$ cat config.mk
export PLATFORM = sky130hd
export DESIGN_NAME = board_top
export DESIGN_NICKNAME = d
export VERILOG_FILES = /design/src/rtl/board_pkg.sv /design/src/rtl/board_input_if.sv /design/src/rtl/board_ctrl.sv /design/src/rtl/board_game_map.sv /design/src/rtl/board_input_sync.sv /design/src/rtl/board_reset_gen.sv /design/src/rtl/board_top.sv
export SDC_FILE = /design/constraint.sdc
export NUM_CORES = 1
export LEC_CHECK = 0
export BUFFER_PORTS_ARGS = -buffer_cell sky130_fd_sc_hd__buf_2
export CAP_MARGIN = 40
export CORE_ASPECT_RATIO = 1.75
export CORE_MARGIN = 5
export CORE_UTILIZATION = 46
export CTS_BUF_LIST = sky130_fd_sc_hd__clkbuf_2 sky130_fd_sc_hd__clkbuf_4 sky130_fd_sc_hd__clkbuf_8
export CTS_CLUSTER_SIZE = 8
export DETAILED_ROUTE_END_ITERATION = 6
export GPL_TIMING_DRIVEN = 0
export HOLD_SLACK_MARGIN = 0.03
export PLACE_DENSITY = 0.75
export REMOVE_ABC_BUFFERS = 1
export SYNTH_ARGS = -nofsm -noshare
export SYNTH_HDL_FRONTEND = slang
export SYNTH_SLANG_ARGS = --single-unit
$ cat constraint.sdc
create_clock -name clk_sys -period 1 [get_ports clk_sys]
set_input_delay 0.1 -clock clk_sys [delete_from_list [all_inputs] [get_ports clk_sys]]
set_output_delay 0.1 -clock clk_sys [all_outputs]
set_load 0.02 [all_outputs]
$ cat src/rtl/board_pkg.sv
// Shared types for the board input and reset logic
// Joystick, player pair and graphics group widths, button positions
// and the reset generator state
`default_nettype none

package board_pkg;

    localparam int JOY_W = 10;  // 4 directions plus buttons
    localparam int GFX_W = 4;   // Graphics layers

    // Direction bits in 3..0, buttons above
    typedef logic [JOY_W-1:0] joy_t;

    // Bit 0 is player 1
    typedef logic [1:0] pair_t;

    typedef logic [GFX_W-1:0] gfx_t;

    // Button positions with two buttons per stick
    localparam int COIN_BASE  = 6;
    localparam int START_BASE = 7;
    localparam int PAUSE_BASE = 8;

    // A third fire button pushes coin, start and pause up by one
    function automatic int btn_pos(input int base, input int three_buttons);
        return base + three_buttons;
    endfunction

    typedef enum logic {
        RST_IDLE,
        RST_HOLD
    } rst_state_t;

endpackage

`default_nettype wire

$ cat src/rtl/board_input_if.sv
// Synchronized player inputs and rise pulses
// Driven by the input register stage, read by control and game mapping
`timescale 1ns/1ps
`default_nettype none

interface board_input_if;
    import board_pkg::*;

    joy_t  joy1;          // Board sticks, registered
    joy_t  joy2;
    joy_t  key_joy1;      // Keyboard sticks, registered
    joy_t  key_joy2;
    pair_t key_coin;
    pair_t key_start;
    logic  key_service;
    logic  pause_rise;    // One-cycle pulses
    logic  reset_rise;
    gfx_t  gfx_rise;

    modport sync (
        output joy1, joy2, key_joy1, key_joy2,
        output key_coin, key_start, key_service,
        output pause_rise, reset_rise, gfx_rise
    );

    modport ctrl (
        input pause_rise, reset_rise, gfx_rise
    );

    modport map (
        input joy1, joy2, key_joy1, key_joy2,
        input key_coin, key_start, key_service
    );

endinterface

`default_nettype wire

$ cat src/rtl/board_ctrl.sv
// Board state control
// Pause toggle, graphics layer enables and soft reset request
`timescale 1ns/1ps
`default_nettype none

module board_ctrl (
    input  logic             clk_sys,
    input  logic             game_rst,
    board_input_if.ctrl      bus,
    output logic             game_pause,
    output board_pkg::gfx_t  gfx_en,
    output logic             soft_rst
);
    import board_pkg::*;

    // Pause starts off, every layer starts visible
    always_ff @(posedge clk_sys) begin
        if (game_rst) begin
            game_pause <= 1'b0;
            gfx_en     <= '1;
            soft_rst   <= 1'b0;
        end else begin
            game_pause <= game_pause ^ bus.pause_rise;
            gfx_en     <= gfx_en ^ bus.gfx_rise;   // Each key flips its own layer
            soft_rst   <= bus.reset_rise;          // Single cycle, rise is one cycle
        end
    end

    // Layers come back after any reset, even if a key toggles right away
    a_gfx_after_rst : assert property (
        @(posedge clk_sys) game_rst |=> (gfx_en == gfx_t'('1))
    );

endmodule

`default_nettype wire

$ cat src/rtl/board_game_map.sv
// Game port mapping
// Merges board and keyboard sticks, rotates directions for vertical
// screens, extracts coin and start, applies the input polarity
`timescale 1ns/1ps
`default_nettype none

module board_game_map #(
    parameter int THREE_BUTTONS     = 0,
    parameter int INPUTS_ACTIVE_LOW = 1
) (
    input  logic              clk_sys,
    input  logic              game_rst,
    board_input_if.map        bus,
    input  logic              rot_control,
    output board_pkg::joy_t   game_joystick1,
    output board_pkg::joy_t   game_joystick2,
    output board_pkg::pair_t  game_coin,
    output board_pkg::pair_t  game_start,
    output logic              game_service
);
    import board_pkg::*;

    localparam int    COIN_BIT  = btn_pos(COIN_BASE, THREE_BUTTONS);
    localparam int    START_BIT = btn_pos(START_BASE, THREE_BUTTONS);
    localparam logic  INV       = INPUTS_ACTIVE_LOW != 0;
    localparam joy_t  JOY_INV   = {JOY_W{INV}};
    localparam pair_t PAIR_INV  = {$bits(pair_t){INV}};

    joy_t  joy1_all;
    joy_t  joy2_all;
    pair_t coin_all;
    pair_t start_all;

    // Quarter turn of the direction bits, buttons untouched
    function automatic joy_t rotate_dirs(input joy_t joy, input logic rot);
        if (rot) begin
            return {joy[JOY_W-1:4], joy[0], joy[1], joy[3], joy[2]};
        end
        return joy;
    endfunction

    assign joy1_all  = bus.joy1 | bus.key_joy1;
    assign joy2_all  = bus.joy2 | bus.key_joy2;
    assign coin_all  = {bus.joy2[COIN_BIT], bus.joy1[COIN_BIT]} | bus.key_coin;
    assign start_all = {bus.joy2[START_BIT], bus.joy1[START_BIT]} | bus.key_start;

    always_ff @(posedge clk_sys) begin
        if (game_rst) begin     // Inactive level on all game inputs
            game_joystick1 <= JOY_INV;
            game_joystick2 <= JOY_INV;
            game_coin      <= PAIR_INV;
            game_start     <= PAIR_INV;
            game_service   <= INV;
        end else begin
            game_joystick1 <= JOY_INV ^ rotate_dirs(joy1_all, rot_control);
            game_joystick2 <= JOY_INV ^ rotate_dirs(joy2_all, rot_control);
            game_coin      <= PAIR_INV ^ coin_all;
            game_start     <= PAIR_INV ^ start_all;
            game_service   <= INV ^ bus.key_service;
        end
    end

endmodule

`default_nettype wire

$ cat src/rtl/board_input_sync.sv
// Input register stage
// Samples joysticks and decoded keys into clk_sys, forms rise pulses
`timescale 1ns/1ps
`default_nettype none

module board_input_sync #(
    parameter int THREE_BUTTONS = 0
) (
    input  logic              clk_sys,
    input  logic              game_rst,
    input  board_pkg::joy_t   board_joystick1,
    input  board_pkg::joy_t   board_joystick2,
    input  board_pkg::joy_t   key_joy1,
    input  board_pkg::joy_t   key_joy2,
    input  board_pkg::pair_t  key_coin,
    input  board_pkg::pair_t  key_start,
    input  logic              key_service,
    input  logic              key_pause,
    input  logic              key_reset,
    input  board_pkg::gfx_t   key_gfx,
    board_input_if.sync       bus
);
    import board_pkg::*;

    localparam int PAUSE_BIT = btn_pos(PAUSE_BASE, THREE_BUTTONS);

    logic       pause_key_q;
    logic       reset_key_q;
    gfx_t       gfx_key_q;
    logic [2:0] pause_src;      // Stick 2, stick 1, key
    logic [2:0] pause_hist;
    logic       reset_hist;
    gfx_t       gfx_hist;

    always_ff @(posedge clk_sys) begin
        bus.joy1        <= board_joystick1;
        bus.joy2        <= board_joystick2;
        bus.key_joy1    <= key_joy1;
        bus.key_joy2    <= key_joy2;
        bus.key_coin    <= key_coin;
        bus.key_start   <= key_start;
        bus.key_service <= key_service;
        pause_key_q     <= key_pause;
        reset_key_q     <= key_reset;
        gfx_key_q       <= key_gfx;
    end

    assign pause_src = {bus.joy2[PAUSE_BIT], bus.joy1[PAUSE_BIT], pause_key_q};

    // History preset to ones so a level held through reset gives no edge
    always_ff @(posedge clk_sys) begin
        if (game_rst) begin
            pause_hist <= '1;
            reset_hist <= 1'b1;
            gfx_hist   <= '1;
        end else begin
            pause_hist <= pause_src;
            reset_hist <= reset_key_q;
            gfx_hist   <= gfx_key_q;
        end
    end

    assign bus.pause_rise = |(pause_src & ~pause_hist);  // Any of the three
    assign bus.reset_rise = reset_key_q & ~reset_hist;
    assign bus.gfx_rise   = gfx_key_q & ~gfx_hist;

    a_reset_rise_single : assert property (
        @(posedge clk_sys) bus.reset_rise |=> !bus.reset_rise
    );

endmodule

`default_nettype wire

$ cat src/rtl/board_reset_gen.sv
// Game reset generator
// Stretches board reset, soft reset, reset requests and
// flip changes into core_rst with a hold counter
`timescale 1ns/1ps
`default_nettype none

module board_reset_gen #(
    parameter int RST_CYCLES = 16
) (
    input  logic clk_sys,
    input  logic game_rst,
    input  logic rst_req,
    input  logic dip_flip,
    input  logic soft_rst,
    output logic core_rst
);
    import board_pkg::*;

    localparam int CNT_W = $clog2(RST_CYCLES + 1);
    localparam logic [CNT_W-1:0] CNT_LAST = CNT_W'(RST_CYCLES - 1);

    rst_state_t       state;
    logic [CNT_W-1:0] hold_cnt;
    logic             last_flip;
    logic             flip_chg;
    logic             cause;

    assign flip_chg = dip_flip != last_flip;   // Either direction
    assign cause    = rst_req | soft_rst | flip_chg;

    always_ff @(posedge clk_sys) begin
        last_flip <= dip_flip;
        if (game_rst) begin
            state    <= RST_HOLD;
            hold_cnt <= '0;
        end else if (cause) begin
            state    <= RST_HOLD;   // Restart the stretch
            hold_cnt <= '0;
        end else begin
            case (state)
                RST_HOLD: begin
                    if (hold_cnt == CNT_LAST) begin
                        state <= RST_IDLE;
                    end
                    hold_cnt <= hold_cnt + 1'b1;
                end
                default: begin
                    hold_cnt <= '0;
                end
            endcase
        end
    end

    // Board reset reaches the core without waiting for an edge
    assign core_rst = game_rst | (state == RST_HOLD);

    // Core stays in reset past the end of the board reset
    a_core_rst_hold : assert property (
        @(posedge clk_sys) game_rst |-> core_rst ##1 core_rst
    );

endmodule

`default_nettype wire

$ cat src/rtl/board_top.sv
// Board input and reset control top level
// Input registers, board state, game port mapping and reset stretching
`timescale 1ns/1ps
`default_nettype none

module board_top #(
    parameter int THREE_BUTTONS     = 0,
    parameter int INPUTS_ACTIVE_LOW = 1,
    parameter int RST_CYCLES        = 16
) (
    input  logic                         clk_sys,
    input  logic                         game_rst,
    input  logic                         rst_req,
    input  logic                         dip_flip,
    input  logic                         rot_control,
    input  logic [board_pkg::JOY_W-1:0]  board_joystick1,
    input  logic [board_pkg::JOY_W-1:0]  board_joystick2,
    input  logic [board_pkg::JOY_W-1:0]  key_joy1,
    input  logic [board_pkg::JOY_W-1:0]  key_joy2,
    input  logic [1:0]                   key_coin,
    input  logic [1:0]                   key_start,
    input  logic                         key_service,
    input  logic                         key_pause,
    input  logic                         key_reset,
    input  logic [board_pkg::GFX_W-1:0]  key_gfx,
    output logic                         core_rst,
    output logic                         game_pause,
    output logic                         game_service,
    output logic [board_pkg::JOY_W-1:0]  game_joystick1,
    output logic [board_pkg::JOY_W-1:0]  game_joystick2,
    output logic [1:0]                   game_coin,
    output logic [1:0]                   game_start,
    output logic [board_pkg::GFX_W-1:0]  gfx_en
);

    logic soft_rst;     // Reset key rise, one cycle

    board_input_if bus_if ();

    board_input_sync #(
        .THREE_BUTTONS (THREE_BUTTONS)
    ) board_input_sync_inst (
        .clk_sys         (clk_sys),
        .game_rst        (game_rst),
        .board_joystick1 (board_joystick1),
        .board_joystick2 (board_joystick2),
        .key_joy1        (key_joy1),
        .key_joy2        (key_joy2),
        .key_coin        (key_coin),
        .key_start       (key_start),
        .key_service     (key_service),
        .key_pause       (key_pause),
        .key_reset       (key_reset),
        .key_gfx         (key_gfx),
        .bus             (bus_if.sync)
    );

    board_ctrl board_ctrl_inst (
        .clk_sys    (clk_sys),
        .game_rst   (game_rst),
        .bus        (bus_if.ctrl),
        .game_pause (game_pause),
        .gfx_en     (gfx_en),
        .soft_rst   (soft_rst)
    );

    board_game_map #(
        .THREE_BUTTONS     (THREE_BUTTONS),
        .INPUTS_ACTIVE_LOW (INPUTS_ACTIVE_LOW)
    ) board_game_map_inst (
        .clk_sys        (clk_sys),
        .game_rst       (game_rst),
        .bus            (bus_if.map),
        .rot_control    (rot_control),
        .game_joystick1 (game_joystick1),
        .game_joystick2 (game_joystick2),
        .game_coin      (game_coin),
        .game_start     (game_start),
        .game_service   (game_service)
    );

    board_reset_gen #(
        .RST_CYCLES (RST_CYCLES)
    ) board_reset_gen_inst (
        .clk_sys  (clk_sys),
        .game_rst (game_rst),
        .rst_req  (rst_req),
        .dip_flip (dip_flip),
        .soft_rst (soft_rst),
        .core_rst (core_rst)
    );

endmodule

`default_nettype wire

==> metrics.txt <==
# TYPE chip_impl_metric gauge
chip_impl_info{name="outcome",value="finished, violations left"} 1
chip_impl_info{name="failing_checks",value="setup timing"} 1
chip_impl_metric{name="drt-wirelength-per-cell",unit="um"} 13.3
chip_impl_metric{name="routed_wirelength",unit="mm"} 5.56
chip_impl_metric{name="fp.dieW",unit="um"} 66.3
chip_impl_metric{name="number_of_nets_with_antenna_violations_after_detailed_routing",unit=""} 0
chip_impl_metric{name="setup_total_negative_slack",unit="ns"} -0.306
chip_impl_metric{name="synthDistinctLibCells",unit=""} 22
chip_impl_info{name="synthDominantAreaCellType",value="sky130_fd_sc_hd__dfxtp_1"} 1
chip_impl_metric{name="timing.critical_path.fanout_max",unit=""} 2
chip_impl_info{name="critPathKind",value="reg2out"} 1
chip_impl_metric{name="die_area",unit="um2"} 7190
chip_impl_metric{name="num_clock_sinks",unit=""} 97
chip_impl_metric{name="worst_ep_required_time",unit="ns"} 0.90
chip_impl_metric{name="antenna_found_initial",unit=""} 0
chip_impl_metric{name="clock_latency",unit="ns"} 0.35
chip_impl_metric{name="final_hold_violations",unit=""} 0
chip_impl_metric{name="core",unit="um2"} 5500
chip_impl_metric{name="clkSlewWorstSetupHoldPaths",unit="ns"} 0.08
chip_impl_info{name="cts.root.buffer_cell",value="sky130_fd_sc_hd__clkbuf_8"} 1
chip_impl_info{name="synth.area.top_cells",value="sky130_fd_sc_hd__dfxtp_1, sky130_fd_sc_hd__o21bai_1, sky130_fd_sc_hd__nand2b_1"} 1
chip_impl_metric{name="layout.nets",unit=""} 396
chip_impl_metric{name="post-place-cells",unit=""} 346
chip_impl_metric{name="synth_largest_type_area_fraction",unit="%"} 76.2
chip_impl_metric{name="die_height",unit="um"} 108
chip_impl_metric{name="ys_ff_latch",unit=""} 97
chip_impl_metric{name="portBuffers",unit=""} 86
chip_impl_metric{name="clk_path_buf_depth",unit=""} 2
chip_impl_metric{name="post-route-period-util",unit="%"} 113
chip_impl_metric{name="tightestPinTransition",unit="ns"} 0.654
chip_impl_metric{name="route.vias.total",unit=""} 1794
chip_impl_metric{name="track_usage",unit="%"} 17.1
chip_impl_info{name="min_path_type",value="in2reg"} 1
chip_impl_metric{name="antennaDiodeCount",unit=""} 0
chip_impl_metric{name="max_cap_violations",unit=""} 0
chip_impl_metric{name="power_density",unit="nW/um2"} 1920
chip_impl_metric{name="total_leakage_power",unit="nW"} 1.71
chip_impl_metric{name="worst_clock_skew",unit="ns"} 0.00775
chip_impl_metric{name="dr.pass1.iters",unit=""} 4
chip_impl_metric{name="total_clock_buffers_created_by_cts",unit=""} 9
chip_impl_metric{name="place_congestion",unit=""} 0.738
chip_impl_metric{name="synth_area_per_cell",unit="um2"} 13.5
chip_impl_metric{name="grt_max_degree",unit=""} 42
chip_impl_metric{name="detailedPlacementHpwl",unit="mm"} 3.24
chip_impl_metric{name="number_of_standard_cells_after_synthesis",unit=""} 189
chip_impl_info{name="unrepaired_setup_endpoints_after_global_routing",value="yes"} 1
chip_impl_metric{name="initial_core_util",unit="%"} 46.4
chip_impl_metric{name="timing.final.max_slew_violations",unit=""} 0
chip_impl_metric{name="setup_failing_eps_final",unit=""} 4
chip_impl_metric{name="num_rows",unit=""} 36
chip_impl_metric{name="fin_ws",unit="ns"} -0.127
chip_impl_metric{name="first_pass_grt_wire_length",unit="mm"} 8.85
chip_impl_metric{name="fin_util",unit="%"} 71.3
chip_impl_metric{name="cts_htree_levels",unit=""} 3
chip_impl_metric{name="area_delta_synth_final",unit="%"} 53.7
chip_impl_metric{name="fin_cells",unit=""} 418
chip_impl_metric{name="finalCriticalPeriod",unit="ns"} 1.13
chip_impl_metric{name="arrival",unit="ns"} 1.03
chip_impl_info{name="crit_path_start_kind",value="register"} 1
chip_impl_metric{name="ir_worst_vdd",unit="mV"} 1.52
chip_impl_metric{name="globalRouteOverflowTotal",unit=""} 0
chip_impl_metric{name="synth.yosys.seq_area_share",unit="%"} 76.2
chip_impl_info{name="mostFrequentLayoutCell",value="sky130_fd_sc_hd__dfxtp_1"} 1
chip_impl_metric{name="post_route_cells_drive_above_1_share",unit="%"} 39.5
chip_impl_metric{name="avgViaCountPerCell",unit=""} 4.29
chip_impl_info{name="worst_setup_path_end_kind",value="output pin"} 1
chip_impl_metric{name="power.total",unit="mW"} 7.53
chip_impl_metric{name="synth.yosys.warnings",unit=""} 0
chip_impl_info{name="mostFrequentLayoutCells",value="sky130_fd_sc_hd__dfxtp_1, sky130_fd_sc_hd__buf_2, sky130_fd_sc_hd__dlygate4sd3_1"} 1
chip_impl_metric{name="drt_drc_violations_left",unit=""} 0
chip_impl_metric{name="fin_worst_hold_slack",unit="ns"} 0.155
chip_impl_metric{name="first_global_vias",unit=""} 1921
chip_impl_metric{name="number_of_drc_markers_after_the_initial_detailed_route_iteration",unit=""} 60
chip_impl_info{name="tritoncts_clock_tree",value="yes"} 1
chip_impl_metric{name="synth_area",unit="um2"} 2550
chip_impl_metric{name="top_level_pins",unit=""} 87
chip_impl_metric{name="slew-limit-headroom",unit="%"} 56.4
chip_impl_metric{name="max_freq",unit="MHz"} 887
final cells by class:
cell class,count,area [um2]
Timing Repair Buffer,143,1010
Clock buffer,12,153
Sequential cell,97,1950
Inverter,2,7.51
Multi-Input combinational cell,85,636
Tap cell,76,95.1
Fill cell,395,1580
Clock inverter,3,65.1
cell families (layout without fill, tap and decap cells):
logic type,after synthesis,count (layout),share of synthesized area [%]
AND/OR/NAND/NOR,47,47,11.1
XOR/XNOR,7,7,2.40
flip-flops,97,97,76.2
AO/OA/AOI/OAI,29,29,7.95
buffers and inverters,7,160,1.37
adder cells (fa/ha/maj),2,2,0.981
flip-flops by register name, summed over array words and instances (netlist names), 4 cells and up:
register                            flops
board_ctrl_inst.gfx_en                  4
board_reset_gen_inst.hold_cnt           5
board_input_sync_inst.bus.joy2         10
board_input_sync_inst.gfx_hist          4
board_game_map_inst.game_joystick2     10
board_input_sync_inst.bus.key_joy2     10
board_input_sync_inst.gfx_key_q         4
board_input_sync_inst.bus.joy1         10
board_game_map_inst.game_joystick1     10
board_input_sync_inst.bus.key_joy1     10
Yosys cell counts:
library cell	number
sky130_fd_sc_hd__a211o_1	4
sky130_fd_sc_hd__and3_1	1
sky130_fd_sc_hd__buf_2	1
sky130_fd_sc_hd__buf_6	1
sky130_fd_sc_hd__clkbuf_1	3
sky130_fd_sc_hd__dfxtp_1	97
sky130_fd_sc_hd__ha_1	2
sky130_fd_sc_hd__inv_1	2
sky130_fd_sc_hd__nand2b_1	10
sky130_fd_sc_hd__nand3_1	3
sky130_fd_sc_hd__nor2_1	9
sky130_fd_sc_hd__nor2b_1	7
sky130_fd_sc_hd__nor3_1	1
sky130_fd_sc_hd__nor3_2	4
sky130_fd_sc_hd__nor3b_1	2
sky130_fd_sc_hd__nor4_1	1
sky130_fd_sc_hd__o21ai_0	8
sky130_fd_sc_hd__o21bai_1	16
sky130_fd_sc_hd__o31ai_1	1
sky130_fd_sc_hd__or2_2	9
sky130_fd_sc_hd__xnor2_1	6
sky130_fd_sc_hd__xor2_1	1
timing repair:
action                                  CTS  global route
hold buffers                             53             1
gates resized for setup                  18            10
setup buffers                             2             2
hold endpoints to repair                 53             1
pin swaps                                 2             5
endpoints found under the setup margin    6            10
path summary, 6_finish.rpt:
| path | to | depth (start not counted) | from | slack (ns) |
|---|---|---|---|---|
| max reg2reg | board_reset_gen_inst.state$_SDFF_PP1_ | 5 | board_reset_gen_inst.hold_cnt[0]$_SDFF_PP0_ | -0.10 |
| min | board_reset_gen_inst.hold_cnt[0]$_SDFF_PP0_ | 4 | dip_flip | 0.15 |
| min reg2reg | board_game_map_inst.game_service$_SDFF_PP1_ | 1 | board_input_sync_inst.bus.key_service$_DFF_P_ | 0.38 |
| max | core_rst | 2 | board_reset_gen_inst.state$_SDFF_PP1_ | -0.13 |
critical path, cell delays in order, from the launching register on:
cell,delay [ns]
sky130_fd_sc_hd__dfxtp_2,0.32
sky130_fd_sc_hd__or2_4,0.22
sky130_fd_sc_hd__buf_6,0.13
per-layer routing:
metal / wire length [um] / GRT usage [%] / share of wire [%] / up-vias
li1: - / - / - / 916
met1: 1960 / 16.4 / 35 / 826
met2: 3230 / 31.2 / 58 / 47
met3: 279 / 6.24 / 5.0 / 5
met4: 93 / 8.28 / 1.7 / 0
met5: 0 / 0 / 0 / -
per-stage QoR:
| step | cell area [um2] | worst slack [ns] |
|---|---|---|
| finish | 3920 | -0.127 |
| global route | 3920 | -0.169 |
| CTS | 3880 | -0.140 |
| detailed placement | 3050 | -0.141 |
| global placement | 3050 | -0.117 |
| floorplan | 2520 | -0.0933 |
where the power goes:
part           switching, mW  leakage [nW]  internal (mW)
combinational          0.287         0.786          0.369
clock                   1.20         0.113           1.52
sequential            0.0763         0.813           4.08
Power figures use the tool's default switching activity.
